$ cat src/dll_ctrl_pkg.sv
package dll_ctrl_pkg;

  // ----------------------------------------
  // lock machine states
  // ----------------------------------------
  typedef enum logic [1:0] {
    IDLE   = 2'd0,  // loop disabled, code frozen
    SEARCH = 2'd1,  // coarse steps until the phase flips
    TRACK  = 2'd2,  // fine steps, counting reversals
    LOCKED = 2'd3   // lock flagged, still tracking fine
  } lock_state_e;

  // ----------------------------------------
  // step command towards the code register
  // ----------------------------------------
  typedef enum logic [1:0] {
    STEP_NONE = 2'd0,  // hold the code
    STEP_UP   = 2'd1,  // more delay
    STEP_DN   = 2'd2   // less delay
  } step_e;

endpackage

$ cat src/dll_cfg_pkg.sv
package dll_cfg_pkg;

  // ----------------------------------------
  // delay code layout
  // ----------------------------------------
  localparam int CODE_W   = 11;  // full code driven to the delay chain
  localparam int COARSE_W = 8;   // upper bits, one coarse cell each
  localparam int FINE_W   = 3;   // lower bits, interpolator taps

  // one coarse unit expressed in fine units
  localparam int COARSE_STEP = 1 << FINE_W;

  // ----------------------------------------
  // default tuning of the loop
  // ----------------------------------------
  localparam int FILTER_LEN_DEF   = 4;  // phase samples per vote window
  localparam int LOCK_TOGGLES_DEF = 4;  // reversals in track before lock

  // code loaded at reset, bottom of the chain
  localparam logic [CODE_W-1:0] CODE_INIT_DEF = '0;

endpackage
$ cat src/dll_code_ctrl.sv
`timescale 1ns/1ps

module dll_code_ctrl #(
  parameter int                             FILTER_LEN   = dll_cfg_pkg::FILTER_LEN_DEF,
  parameter int                             LOCK_TOGGLES = dll_cfg_pkg::LOCK_TOGGLES_DEF,
  parameter logic [dll_cfg_pkg::CODE_W-1:0] CODE_INIT    = dll_cfg_pkg::CODE_INIT_DEF
) (
  input  logic                           clk,
  input  logic                           reset_n,
  input  logic                           dll_en,
  input  logic                           phase_early,          // from the phase detector
  input  logic                           rb_code_override_en,
  input  logic [dll_cfg_pkg::CODE_W-1:0] rb_code_override,
  input  logic                           rb_half_code,
  output logic [dll_cfg_pkg::CODE_W-1:0] pvt_ref_binary,       // full cycle code
  output logic [dll_cfg_pkg::CODE_W-1:0] pvt_ref_half_binary,  // half cycle code
  output logic                           dll_lock
);

  import dll_ctrl_pkg::*;

  // ----------------------------------------
  // fsm to counter
  // ----------------------------------------
  step_e step_cmd;     // one-cycle step strobe
  logic  step_coarse;  // coarse step size while searching

  dll_lock_fsm #(
    .FILTER_LEN   (FILTER_LEN),
    .LOCK_TOGGLES (LOCK_TOGGLES)
  ) i_dll_lock_fsm (
    .clk         (clk),
    .reset_n     (reset_n),
    .dll_en      (dll_en),
    .phase_early (phase_early),
    .step_cmd    (step_cmd),
    .step_coarse (step_coarse),
    .dll_lock    (dll_lock)
  );

  dll_code_counter #(
    .CODE_INIT (CODE_INIT)
  ) i_dll_code_counter (
    .clk                 (clk),
    .reset_n             (reset_n),
    .step_cmd            (step_cmd),
    .step_coarse         (step_coarse),
    .rb_code_override_en (rb_code_override_en),
    .rb_code_override    (rb_code_override),
    .pvt_ref_binary      (pvt_ref_binary)
  );

  // half code follows the full code one cycle later
  half_cycle_code_gen i_half_cycle_code_gen (
    .clk                 (clk),
    .reset_n             (reset_n),
    .pvt_ref_binary      (pvt_ref_binary),
    .rb_half_code        (rb_half_code),
    .pvt_ref_half_binary (pvt_ref_half_binary)
  );

endmodule

$ cat src/half_cycle_code_gen.sv
`timescale 1ns/1ps

module half_cycle_code_gen (
  input  logic                           clk,
  input  logic                           reset_n,
  input  logic [dll_cfg_pkg::CODE_W-1:0] pvt_ref_binary,      // full cycle code
  input  logic                           rb_half_code,        // 1 selects the half code
  output logic [dll_cfg_pkg::CODE_W-1:0] pvt_ref_half_binary  // to the second delay chain
);

  import dll_cfg_pkg::*;

  logic [COARSE_W-1:0] coarse_in;
  logic [COARSE_W-1:0] coarse_half;
  logic [FINE_W-1:0]   fine_in;
  logic [FINE_W-1:0]   fine_half;
  logic [FINE_W-1:0]   fine_rnd;

  // ----------------------------------------
  // split and halve
  // ----------------------------------------
  assign coarse_in   = pvt_ref_binary[CODE_W-1 -: COARSE_W];
  assign fine_in     = pvt_ref_binary[FINE_W-1:0];
  assign coarse_half = coarse_in >> 1;

  // coarse lsb shifted out lands in the fine msb, weight of four
  assign fine_half = {coarse_in[0], fine_in[FINE_W-1:1]};

  // round up an odd code, fine field never wraps into coarse
  assign fine_rnd = (fine_in[0] && (fine_half != '1)) ? fine_half + 1'b1 : fine_half;

  // ----------------------------------------
  // output register
  // ----------------------------------------
  always_ff @(posedge clk or negedge reset_n) begin
    if (!reset_n) begin
      pvt_ref_half_binary <= '0;
    end else if (rb_half_code) begin
      pvt_ref_half_binary <= {coarse_half, fine_rnd};
    end else begin
      pvt_ref_half_binary <= pvt_ref_binary;  // full code passed through
    end
  end

endmodule

$ cat src/dll_code_counter.sv
`timescale 1ns/1ps

module dll_code_counter #(
  parameter logic [dll_cfg_pkg::CODE_W-1:0] CODE_INIT = dll_cfg_pkg::CODE_INIT_DEF
) (
  input  logic                             clk,
  input  logic                             reset_n,
  input  dll_ctrl_pkg::step_e              step_cmd,             // strobe from the lock FSM
  input  logic                             step_coarse,          // 8 instead of 1
  input  logic                             rb_code_override_en,  // register bank override
  input  logic [dll_cfg_pkg::CODE_W-1:0]   rb_code_override,
  output logic [dll_cfg_pkg::CODE_W-1:0]   pvt_ref_binary        // code to the delay chain
);

  import dll_cfg_pkg::*;
  import dll_ctrl_pkg::*;

  localparam logic [CODE_W-1:0] CODE_MAX = '1;  // top of the chain, 2047

  logic [CODE_W-1:0] step_size;
  logic [CODE_W-1:0] code_nxt;

  // ----------------------------------------
  // step size and clamped next code
  // ----------------------------------------
  assign step_size = step_coarse ? CODE_W'(COARSE_STEP) : CODE_W'(1);

  always_comb begin
    case (step_cmd)
      STEP_UP: begin
        // clamp when the headroom is smaller than the step
        if ((CODE_MAX - pvt_ref_binary) < step_size) begin
          code_nxt = CODE_MAX;
        end else begin
          code_nxt = pvt_ref_binary + step_size;
        end
      end
      STEP_DN: begin
        if (pvt_ref_binary < step_size) begin
          code_nxt = '0;  // floor of the chain
        end else begin
          code_nxt = pvt_ref_binary - step_size;
        end
      end
      STEP_NONE: code_nxt = pvt_ref_binary;
      default:   code_nxt = pvt_ref_binary;
    endcase
  end

  // ----------------------------------------
  // code register, override wins over steps
  // ----------------------------------------
  always_ff @(posedge clk or negedge reset_n) begin
    if (!reset_n) begin
      pvt_ref_binary <= CODE_INIT;
    end else if (rb_code_override_en) begin
      pvt_ref_binary <= rb_code_override;  // forced code, steps dropped
    end else begin
      pvt_ref_binary <= code_nxt;
    end
  end

endmodule

$ cat src/dll_lock_fsm.sv
`timescale 1ns/1ps

module dll_lock_fsm #(
  parameter int FILTER_LEN   = dll_cfg_pkg::FILTER_LEN_DEF,
  parameter int LOCK_TOGGLES = dll_cfg_pkg::LOCK_TOGGLES_DEF
) (
  input  logic                clk,
  input  logic                reset_n,
  input  logic                dll_en,       // loop enable, level
  input  logic                phase_early,  // delay too short, code must go up
  output dll_ctrl_pkg::step_e step_cmd,     // one-cycle strobe
  output logic                step_coarse,  // step size 8 while searching
  output logic                dll_lock
);

  import dll_cfg_pkg::*;
  import dll_ctrl_pkg::*;

  // ----------------------------------------
  // widths and limits
  // ----------------------------------------
  localparam int SMP_W = $clog2(FILTER_LEN + 1);    // holds 0..FILTER_LEN
  localparam int TGL_W = $clog2(LOCK_TOGGLES + 1);
  localparam int RUN_W = COARSE_W + 1;              // holds a full coarse sweep

  localparam logic [SMP_W-1:0] WIN_LAST = SMP_W'(FILTER_LEN - 1);
  localparam logic [SMP_W:0]   WIN_LEN  = (SMP_W + 1)'(FILTER_LEN);
  localparam logic [TGL_W-1:0] TGL_LAST = TGL_W'(LOCK_TOGGLES - 1);

  // a same-direction run as long as a full sweep means the code sits on a rail
  localparam logic [RUN_W-1:0] RUN_MAX  = RUN_W'(1 << COARSE_W);
  localparam logic [RUN_W-1:0] RUN_FINE = RUN_W'(COARSE_STEP);

  lock_state_e      state, state_nxt;
  logic [SMP_W-1:0] smp_cnt;     // position inside the vote window
  logic [SMP_W-1:0] early_cnt;   // early samples so far in the window
  logic [SMP_W-1:0] early_tot;   // tally including this cycle's sample
  logic             win_done;
  step_e            vote;
  step_e            last_step;   // direction of the previous real step
  logic             new_step;
  logic             reversal;
  logic             same_dir;
  logic [RUN_W-1:0] run_cnt, run_nxt;
  logic             pinned_coarse;
  logic             pinned_fine;
  logic             settle;      // event counted towards lock
  logic [TGL_W-1:0] tgl_cnt;

  // ----------------------------------------
  // majority vote over one window
  // ----------------------------------------
  assign win_done  = (smp_cnt == WIN_LAST);
  assign early_tot = early_cnt + SMP_W'(phase_early);

  always_comb begin
    if ({early_tot, 1'b0} > WIN_LEN) begin
      vote = STEP_UP;    // more than half early
    end else if ({early_tot, 1'b0} < WIN_LEN) begin
      vote = STEP_DN;    // more than half late
    end else begin
      vote = STEP_NONE;  // tie, hold
    end
  end

  assign new_step = win_done && (vote != STEP_NONE);
  assign reversal = new_step && (last_step != STEP_NONE) && (vote != last_step);
  assign same_dir = new_step && (vote == last_step);

  // run length of steps in one direction, saturating
  always_comb begin
    run_nxt = run_cnt;
    if (reversal || (new_step && last_step == STEP_NONE)) begin
      run_nxt = RUN_W'(1);
    end else if (same_dir && run_cnt != RUN_MAX) begin
      run_nxt = run_cnt + 1'b1;
    end
  end

  assign pinned_coarse = same_dir && (run_cnt == RUN_MAX);
  assign pinned_fine   = same_dir && (run_cnt >= RUN_FINE);  // past a coarse cell of fine steps
  assign settle        = reversal || pinned_fine;

  // ----------------------------------------
  // search / track / lock
  // ----------------------------------------
  always_comb begin
    state_nxt = state;
    case (state)
      IDLE:   state_nxt = SEARCH;  // enable seen
      SEARCH: begin
        if (reversal || pinned_coarse) state_nxt = TRACK;
      end
      TRACK:  begin
        if (settle && tgl_cnt == TGL_LAST) state_nxt = LOCKED;
      end
      LOCKED: state_nxt = LOCKED;  // left only through dll_en
      default: state_nxt = IDLE;
    endcase
  end

  always_ff @(posedge clk or negedge reset_n) begin
    if (!reset_n) begin
      state     <= IDLE;
      step_cmd  <= STEP_NONE;
      smp_cnt   <= '0;
      early_cnt <= '0;
      last_step <= STEP_NONE;
      run_cnt   <= '0;
      tgl_cnt   <= '0;
    end else if (!dll_en) begin
      // back to idle, window restarts on the next enable
      state     <= IDLE;
      step_cmd  <= STEP_NONE;
      smp_cnt   <= '0;
      early_cnt <= '0;
      last_step <= STEP_NONE;
      run_cnt   <= '0;
      tgl_cnt   <= '0;
    end else begin
      state    <= state_nxt;
      step_cmd <= win_done ? vote : STEP_NONE;  // strobe in the cycle after the window
      if (win_done) begin
        smp_cnt   <= '0;
        early_cnt <= '0;
      end else begin
        smp_cnt   <= smp_cnt + 1'b1;
        early_cnt <= early_tot;
      end
      if (new_step) last_step <= vote;
      run_cnt <= run_nxt;
      if (state == SEARCH) begin
        tgl_cnt <= '0;
      end else if (state == TRACK && settle) begin
        tgl_cnt <= tgl_cnt + 1'b1;
      end
    end
  end

  assign step_coarse = (state == SEARCH);
  assign dll_lock    = (state == LOCKED);

endmodule

$ cat config.mk
export PLATFORM = sky130hd
export DESIGN_NAME = dll_code_ctrl
export DESIGN_NICKNAME = d
export VERILOG_FILES = /design/src/dll_ctrl_pkg.sv /design/src/dll_cfg_pkg.sv /design/src/dll_code_ctrl.sv /design/src/half_cycle_code_gen.sv /design/src/dll_code_counter.sv /design/src/dll_lock_fsm.sv
export SDC_FILE = /design/constraint.sdc
export NUM_CORES = 1
export LEC_CHECK = 0
export ABC_AREA = 1
export BUFFER_PORTS_ARGS = -buffer_cell sky130_fd_sc_hd__buf_2
export CORE_MARGIN = 2
export CORE_UTILIZATION = 60
export DETAILED_ROUTE_END_ITERATION = 6
export GPL_ROUTABILITY_DRIVEN = 0
export GPL_TIMING_DRIVEN = 0
export PLACE_DENSITY_LB_ADDON = 0.08
export SYNTH_ARGS = -nofsm -noshare
export SYNTH_HDL_FRONTEND = slang
export SYNTH_SLANG_ARGS = --single-unit
$ cat constraint.sdc
create_clock -name clk -period 4.7 [get_ports clk]
set_input_delay 0.94 -clock clk [delete_from_list [all_inputs] [get_ports clk]]
set_output_delay 0.94 -clock clk [all_outputs]
set_load 0.05 [all_outputs]
==> qor.csv, run 1 <==
metric,value,unit
Hold Buf Count CTS,0,
peak supply drop,0.000331,V
gr ovfl total,0,
Max-Cap Viols,0,
clock skew,0.00643,ns
CP Class,reg2reg,
clk slew on worst S/H paths,0.08,ns
number of antenna violations at the first check in global routing,0,
antenna-violating nets left,0,
# H-tree levels,2,
Syn-to-layout area delta,11.5,%
die area,5680,sq um
Clock Sinks,46,
Leakage Power,0.00171,uW
ys flop type,dfrtp_1,
"most common cell after layout, fill and taps aside",nand2_1,
Post-CTS Setup Repair Bufs,0,
Routed WL,6.71,mm
Critical Path RT,4.91,ns
Worst setup SP type,flip-flop,
# IOs,40,
Layout fillers,441,
Max Freq,0.410,GHz
flop2flop setup slack,2.26,ns
endpoints failing hold,0,
Pwr Density,415,nW/um^2
outcome,"finished, final reports clean",
overall routing resource usage,26.1,%
Post-layout nets,496,
syn_nets,453,
CP peak stage delay,0.41,ns
"EDFF count, synth",0,
Clock Tree Buf Depth,2,
max_slew headroom,32.3,%
Worst-Skew Late Latency,0.30,ns
CTS resizes,0,
vias in the first global route,2630,
Tot Pwr,1410,uW
Syn. warnings,0,
Setup crit end kind,flip-flop,
First DRT Iteration DRCs,267,
vias per cell,5.37,
reg-to-reg critical path endpoint,i_dll_code_counter.pvt_ref_binary[10]$_DFFE_PN0P_,
worst path bufs/invs,4,
Initial Util,63.4,%
first-pass GRT wire length,11.5,mm
IO Port Bufs,36,
Setup-failing EPs final,0,
most frequent cells in the layout,"87 x nand2_1, 54 x inv_1, 46 x nor2_1, 46 x dfrtp_1, 39 x buf_2",
DRT Pass-1 Iters,5,
unrepaired setup endpoints after global routing,false,
FF-to-FF Start,i_dll_lock_fsm.state[0]$_DFFE_PN0P_,
Crit Path Max Fanout,5,
Worst Hold Depth,1,
row cnt,25,
max-slew violations,0,
Worst Hold Path EP,i_dll_lock_fsm.smp_cnt[0]$_DFF_PN0_,
Mean Syn Cell Area,7.33,sq um
width of the chip,75.4,um
gate count after technology mapping,417,
largest net degree at the start of global routing,47,
footprint of the multi-input gates,1630,sq um
drt drc,0,
Yosys cell types,33,
TritonCTS clock tree,done,
kind of path behind the tightest hold check,reg2reg,
Post-Syn Area,3060,sq um
register area,1150,sq um
vias,2835,
Post-synth ARST share,100,%
hold_sp,i_dll_lock_fsm.smp_cnt[0]$_DFF_PN0_,
Crit-path slowest cell,dfrtp_1,
Die Y-Extent,75.4,um
Tmin final,2.44,ns
hold slack,0.436,ns
mean routed wirelength per cell,12.7,um
setup TNS,0,ns
Inserted Clock Buffers,5,
"most used cell, CP",inv_1,
Crit path max-delay family,simple AND/OR/NAND/NOR gates,
core area,4820,sq um
Synth Register Bits,46,
n_diodes,0,
CP arrival,2.65,ns
worst path cell trace,inv_1 -> nor2_1 -> inv_1 -> ha_1 -> inv_1 -> nand2_1 -> nand2_1 -> nor2_1 -> nand3_1 -> nand3_1 -> inv_1 -> nand3_1 -> a21oi_1,
Least-Margin Pin Slew,1.02,ns
"Seq/Total Area, Yosys",37.7,%
layout cells sized above 1,15.8,%
final period utilization,51.9,%
root buffer cell,clkbuf_8,
R2R cell count,13,
Post-DP HPWL,5.10,mm
==> cell families (layout without fill, tap and decap cells) <==
family / Yosys count / after routing / synth area share, %
AOI/OAI and AO/OA: 72 / 72 / 13.5
xor gates and xnor gates: 10 / 10 / 2.87
adders and majority gates: 19 / 19 / 7.78
buffers and inverters: 69 / 113 / 9.01
DFF: 46 / 46 / 37.7
and+or+nand+nor: 201 / 201 / 29.2
==> synth_stat cells, types with 2 or more instances <==
library cell	instances	share of area, %
a21oi_1	20	3.3
a21oi_4	2	1.1
buf_2	3	0.49
buf_4	3	0.74
clkbuf_1	3	0.37
dfrtp_1	46	38
ha_1	19	7.8
inv_1	54	6.6
inv_2	4	0.49
nand2_1	87	11
nand2_2	5	1.0
nand2_4	4	1.5
nand3_1	38	6.2
nand4_1	3	0.61
nor2_1	46	5.7
nor2_2	2	0.41
nor3_1	11	1.8
o211ai_1	3	0.74
o21ai_0	29	4.8
o21ai_1	11	1.8
o21ai_2	2	0.57
o21bai_1	3	0.74
xor2_1	9	2.6
==> layer usage <==
layer  track usage [%]  share of wire (%)  vias up
met5                 0                  0        -
met4              6.82                1.3        0
met3              3.97                7.6       15
met2              41.3                 45      117
met1              37.7                 46     1272
li1                  -                  -     1431
==> cell type report <==
class                   instances  share of cell area (%)
inverters                      60                    6.65
flip-flops and latches         46                    33.8
well taps                      67                    2.46
repair buffers                 36                    5.29
plain buffers                   9                    1.43
multi-input cells             302                    47.8
clock buffers                   6                    2.13
clock inverters                 2                   0.404
==> registers in the layout (all words and copies together) (netlist names) <==
name / count
i_dll_lock_fsm.step_cmd: 2
i_dll_lock_fsm.run_cnt: 9
i_half_cycle_code_gen.pvt_ref_half_binary: 11
i_dll_lock_fsm.early_cnt: 3
i_dll_lock_fsm.last_step: 2
i_dll_code_counter.pvt_ref_binary: 11
i_dll_lock_fsm.state: 2
i_dll_lock_fsm.tgl_cnt: 3
i_dll_lock_fsm.smp_cnt: 3
==> worst max-delay path by stage <==
stage / slack [ns] / from / end / cells after the start
3_5_place_dp: 1.94 / phase_early / i_dll_lock_fsm.run_cnt[2]$_DFFE_PN0P_ / 13
3_3_place_gp: 2.00 / phase_early / i_dll_lock_fsm.run_cnt[2]$_DFFE_PN0P_ / 13
4_1_cts: 2.26 / phase_early / i_dll_lock_fsm.run_cnt[2]$_DFFE_PN0P_ / 13
2_1_floorplan: 2.24 / phase_early / i_dll_lock_fsm.run_cnt[2]$_DFFE_PN0P_ / 12
6_report: 2.26 / i_dll_lock_fsm.state[0]$_DFFE_PN0P_ / i_dll_code_counter.pvt_ref_binary[10]$_DFFE_PN0P_ / 13
5_1_grt: 2.04 / i_dll_lock_fsm.state[0]$_DFFE_PN0P_ / i_dll_code_counter.pvt_ref_binary[10]$_DFFE_PN0P_ / 13
==> stage by stage <==
step	instances	setup WS [ns]	instance area (sq um)	utilization [%]
after floorplan	417	2.24	3060	-
after global placement	520	2.00	3320	68.9
after detailed placement	520	1.94	3320	68.9
after CTS	528	2.26	3410	70.7
after global routing	528	2.04	3410	70.7
final	528	2.26	3410	70.7
==> where the power goes <==
part / switching (uW) / internal [uW]
Combinational: 480 / 190
Clock: 135 / 105
Sequential: 51.4 / 453
Total: 666 / 748
No activity file was read; power rests on OpenSTA's default activity.
==> inputs of run 2 (changes only) <==
--- a/config.mk
+++ b/config.mk
@@ -8,7 +8,7 @@
 export ABC_AREA = 1
 export BUFFER_PORTS_ARGS = -buffer_cell sky130_fd_sc_hd__buf_2
 export CORE_MARGIN = 2
-export CORE_UTILIZATION = 60
+export CORE_UTILIZATION = 58
 export DETAILED_ROUTE_END_ITERATION = 6
 export GPL_ROUTABILITY_DRIVEN = 0
 export GPL_TIMING_DRIVEN = 0
==> constraint.sdc (replaced) <==
create_clock -name clk -period 2.5 [get_ports clk]
set_input_delay 0.5 -clock clk [delete_from_list [all_inputs] [get_ports clk]]
set_output_delay 0.5 -clock clk [all_outputs]
set_load 0.05 [all_outputs]
==> qor.csv, run 2 (same netlist as run 1, synthesis figures left out) <==
metric,value,unit
outcome,"finished, final reports clean",
Least-Margin Pin Slew,1.02,ns
placed cells,523,
Placement Setup Slack,0.180,ns
drt drc,0,
Max-Cap Viols,0,
antenna-violating nets left,0,
root buffer cell,clkbuf_8,
Critical Path RT,2.73,ns
max_slew headroom,31.8,%
core area,5110,sq um
number of antenna violations at the first check in global routing,0,
Inserted Clock Buffers,5,
most frequent cells in the layout,"87 x nand2_1, 52 x inv_1, 46 x dfrtp_1",
setup TNS,0,ns
Final Util,67.4,%
unrepaired setup endpoints after global routing,false,
R2R cell count,12,
Final Non-Filler Cells,532,
clock skew,0.00792,ns
vias,2815,
TritonCTS clock tree,done,
kind of path behind the tightest hold check,in2async,
vias in the first global route,2505,
peak supply drop,0.000668,V
First DRT Iteration DRCs,214,
Max Freq,0.432,GHz
Crit Path Max Fanout,5,
IO Port Bufs,36,
Tmin final,2.32,ns
width of the chip,76.6,um
Pwr Density,812,nW/um^2
Hold Buf Count CTS,0,
Setup-failing EPs final,0,
Post-DP HPWL,4.88,mm
mean routed wirelength per cell,12.7,um
Routed WL,6.75,mm
register area,1150,sq um
vias per cell,5.29,
CP Class,reg2reg,
Clock Sinks,46,
CP arrival,2.55,ns
Worst-Skew Late Latency,0.31,ns
largest net degree at the start of global routing,47,
Worst setup SP type,flip-flop,
Syn-to-layout area delta,12.7,%
final period utilization,92.7,%
max-slew violations,0,
DRT Pass-1 Iters,6,
clk slew on worst S/H paths,0.09,ns
"Worst Setup Slack, final",0.183,ns
Clock Tree Buf Depth,2,
Initial Util,59.8,%
"most common cell after layout, fill and taps aside",nand2_1,
endpoints failing hold,0,
Setup crit end kind,flip-flop,
Post-layout nets,497,
first-pass GRT wire length,11.5,mm
# H-tree levels,2,
n_diodes,0,
die area,5860,sq um
# IOs,40,
Layout fillers,471,
row cnt,26,
Leakage Power,0.00172,uW
largest registers,"i_dll_code_counter.pvt_ref_binary: 11 flops, i_half_cycle_code_gen.pvt_ref_half_binary: 11 flops, i_dll_lock_fsm.run_cnt: 9 flops",
overall routing resource usage,24.0,%
hold slack,0.367,ns
Die Y-Extent,76.6,um
footprint of the multi-input gates,1630,sq um
layout cells sized above 1,16.7,%
gr ovfl total,0,
run 2: cell types whose count changed in the layout (fill, tap and decap cells not counted), sizes merged:
| cell | previous run | this run |
|---|---|---|
| bufinv | 0 | 1 |
| clkinvlp | 0 | 1 |
| clkinv | 4 | 2 |
| buf | 42 | 43 |
run 2: power by group:
group          total, uW  internal, uW  switching (uW)
combinational       1280           370             915
clock                567           299             268
sequential           946           851            94.9
total               2800          1520            1280
run 2: final cells by class:
cell class,instances,area share [%]
timing repair buffer,37,5.45
buffer,9,1.42
clock inverter,2,1.09
tap,70,2.54
clock buffer,6,2.11
sequential,46,33.4
multi-input combinational,302,47.4
inverter,60,6.58
run 2: worst paths after layout:
| kind | startpoint | to | slack, ns |
|---|---|---|---|
| setup / recovery | i_dll_lock_fsm.state[1]$_DFFE_PN0P_ | i_dll_code_counter.pvt_ref_binary[10]$_DFFE_PN0P_ | 0.18 |
| hold / removal | reset_n | i_dll_code_counter.pvt_ref_binary[2]$_DFFE_PN0P_ | 0.37 |
| setup reg to reg | i_dll_lock_fsm.state[1]$_DFFE_PN0P_ | i_dll_code_counter.pvt_ref_binary[10]$_DFFE_PN0P_ | 0.18 |
| hold reg to reg | i_dll_lock_fsm.smp_cnt[0]$_DFF_PN0_ | i_dll_lock_fsm.smp_cnt[0]$_DFF_PN0_ | 0.44 |
| max in group asynchronous | reset_n | i_dll_lock_fsm.step_cmd[0]$_DFF_PN0_ | 1.51 |
| min in group clk | i_dll_lock_fsm.smp_cnt[0]$_DFF_PN0_ | i_dll_lock_fsm.smp_cnt[0]$_DFF_PN0_ | 0.44 |
run 2: per-layer routing:
metal	track usage, %	vias up	part of all wire, %
met5	0	-	0
met2	37.9	98	44
met1	34.9	1275	49
li1	-	1433	-
met3	4.15	9	5.7
met4	5.27	0	1.0
run 2: critical path: stages (launching register included):
cell     delay (ns)
dfrtp_1        0.42
nor2_2         0.19
inv_2          0.09
ha_1           0.34
inv_2          0.12
nand2_1        0.08
nand2_1        0.14
nor2_1         0.08
nand3_1        0.14
nand3_1        0.18
inv_1          0.17
nand3_1        0.11
a21oi_1        0.17
run 2: stage by stage:
step	total power, uW	area [sq um]
6_report	2800	3440
5_1_grt	2980	3440
4_1_cts	2770	3430
3_5_place_dp	2200	3320
3_3_place_gp	2180	3320
2_1_floorplan	1920	3060
run 2: repair_timing:
item | CTS | global route
setup endpoints to repair | 0 | 11
setup buffers | 0 | 1
resized for setup | 0 | 3
==> inputs of run 3 (changes only) <==
--- a/config.mk
+++ b/config.mk
@@ -7,12 +7,12 @@
 export LEC_CHECK = 0
 export ABC_AREA = 1
 export BUFFER_PORTS_ARGS = -buffer_cell sky130_fd_sc_hd__buf_2
-export CORE_MARGIN = 2
+export CORE_MARGIN = 3
 export CORE_UTILIZATION = 58
 export DETAILED_ROUTE_END_ITERATION = 6
 export GPL_ROUTABILITY_DRIVEN = 0
 export GPL_TIMING_DRIVEN = 0
-export PLACE_DENSITY_LB_ADDON = 0.08
+export PLACE_DENSITY = 0.85
 export SYNTH_ARGS = -nofsm -noshare
 export SYNTH_HDL_FRONTEND = slang
 export SYNTH_SLANG_ARGS = --single-unit
==> qor.csv, run 3 (same netlist as run 1, synthesis figures left out) <==
metric,value,unit
outcome,"finished, final reports clean",
setup TNS,0,ns
M3 GR Usage,4.47,%
Routed WL,6.85,mm
Max Freq,0.439,GHz
# IOs,40,
# H-tree levels,2,
GRT Max-Usage Layer,met2,
root buffer cell,clkbuf_8,
largest registers,"i_dll_code_counter.pvt_ref_binary: 11 flops, i_half_cycle_code_gen.pvt_ref_half_binary: 11 flops, i_dll_lock_fsm.run_cnt: 9 flops",
drt drc,0,
Die Y-Extent,78.6,um
Crit Path Max Fanout,5,
Clock Sinks,46,
vias per cell,5.42,
clock skew,0.00782,ns
first-pass GRT wire length,11.9,mm
Initial Util,62.2,%
Critical Path RT,2.69,ns
Setup-failing EPs final,0,
Least-Margin Pin Slew,1.01,ns
mean routed wirelength per cell,12.9,um
kind of path behind the tightest hold check,in2async,
vias,2868,
Setup crit end kind,flip-flop,
overall routing resource usage,23.9,%
First DRT Iteration DRCs,239,
placed cells,520,
Clock Tree Buf Depth,2,
"Worst Setup Slack, final",0.223,ns
layout cells sized above 1,16.7,%
Tmin final,2.28,ns
Post-layout nets,497,
endpoints failing hold,0,
TritonCTS clock tree,done,
Leakage Power,0.00172,uW
row cnt,25,
GR Util met1,33.6,%
most frequent cells in the layout,"87 x nand2_1, 53 x inv_1, 46 x nor2_1, 46 x dfrtp_1, 39 x buf_2",
IO Port Bufs,36,
final period utilization,91.1,%
core area,4910,sq um
Pwr Density,790,nW/um^2
routing usage on met2,37.5,%
clk slew on worst S/H paths,0.09,ns
Worst-Skew Late Latency,0.30,ns
Tot Pwr,2710,uW
flop2flop setup slack,0.22,ns
Inserted Clock Buffers,5,
Worst setup SP type,flip-flop,
Final Non-Filler Cells,529,
vias in the first global route,2642,
max-slew violations,0,
die area,6170,sq um
Syn-to-layout area delta,12.3,%
gr ovfl total,0,
"most common cell after layout, fill and taps aside",nand2_1,
peak supply drop,0.000491,V
Max-Cap Viols,0,
antenna-violating nets left,0,
number of antenna violations at the first check in global routing,0,
width of the chip,78.6,um
DRT Pass-1 Iters,7,
max_slew headroom,32.9,%
hold slack,0.364,ns
Post-DP HPWL,4.99,mm
CP Class,reg2reg,
CP arrival,2.47,ns
largest net degree at the start of global routing,47,
Placement Setup Slack,0.159,ns
n_diodes,0,
[run 3: cell count changes in the layout (fill, tap and decap cells not counted), sizes merged]
cell      delta
bufinv       -1
clkinv       +2
clkinvlp     -1
[run 3: path summary, 6_finish.rpt]
| path | cells after the start | to | startpoint |
|---|---|---|---|
| worst min-delay path | 1 | i_dll_code_counter.pvt_ref_binary[8]$_DFFE_PN0P_ | reset_n |
| worst max register to register | 15 | i_dll_code_counter.pvt_ref_binary[6]$_DFFE_PN0P_ | i_dll_lock_fsm.state[0]$_DFFE_PN0P_ |
| min in group clk | 1 | i_dll_lock_fsm.smp_cnt[0]$_DFF_PN0_ | i_dll_lock_fsm.smp_cnt[0]$_DFF_PN0_ |
| worst min register to register | 1 | i_dll_lock_fsm.smp_cnt[0]$_DFF_PN0_ | i_dll_lock_fsm.smp_cnt[0]$_DFF_PN0_ |
| worst max-delay path | 15 | i_dll_code_counter.pvt_ref_binary[6]$_DFFE_PN0P_ | i_dll_lock_fsm.state[0]$_DFFE_PN0P_ |
| max in group asynchronous | 1 | i_dll_code_counter.pvt_ref_binary[4]$_DFFE_PN0P_ | reset_n |
[run 3: worst max-delay path, stage by stage (launching register included)]
cell,delay [ns]
dfrtp_1,0.43
inv_1,0.07
nor2_1,0.19
inv_2,0.12
ha_4,0.30
inv_1,0.09
nand2_1,0.11
nand2_1,0.11
nor2_1,0.15
nand3_1,0.17
nand2_1,0.12
inv_1,0.07
nand2_1,0.06
nand3_1,0.07
nand2_1,0.06
nand2_1,0.05
[run 3: layer usage]
layer	wire (um)	share of wire (%)
met1	3050	44
met2	3140	46
met3	548	8.0
met4	112	1.6
met5	0	0
[run 3: layout make-up]
| class | count | area (sq um) |
|---|---|---|
| sequential | 46 | 1150 |
| timing repair buffer | 37 | 188 |
| clock buffer | 6 | 72.6 |
| multi-input combinational | 302 | 1650 |
| clock inverter | 2 | 13.8 |
| tap | 67 | 83.8 |
| buffer | 9 | 48.8 |
| fill | 426 | 1480 |
| inverter | 60 | 226 |
[run 3: timing repair]
| item | in CTS | in global routing |
|---|---|---|
| buffers inserted | 0 | 1 |
| setup endpoints to repair | 0 | 11 |
| hold buffers | 0 | 0 |
| resized for setup | 0 | 3 |
[run 3: power by group]
part           switching (uW)  total (uW)  internal [uW]
sequential               98.8         950            851
clock                     258         455            198
combinational             923        1300            381
[run 3: metrics by stage]
step                      utilization (%)  instance area, sq um
final                                69.9                  3430
after global routing                 69.9                  3430
after CTS                            69.4                  3410
after detailed placement             67.6                  3320
after global placement               67.6                  3320
after floorplan                         -                  3060
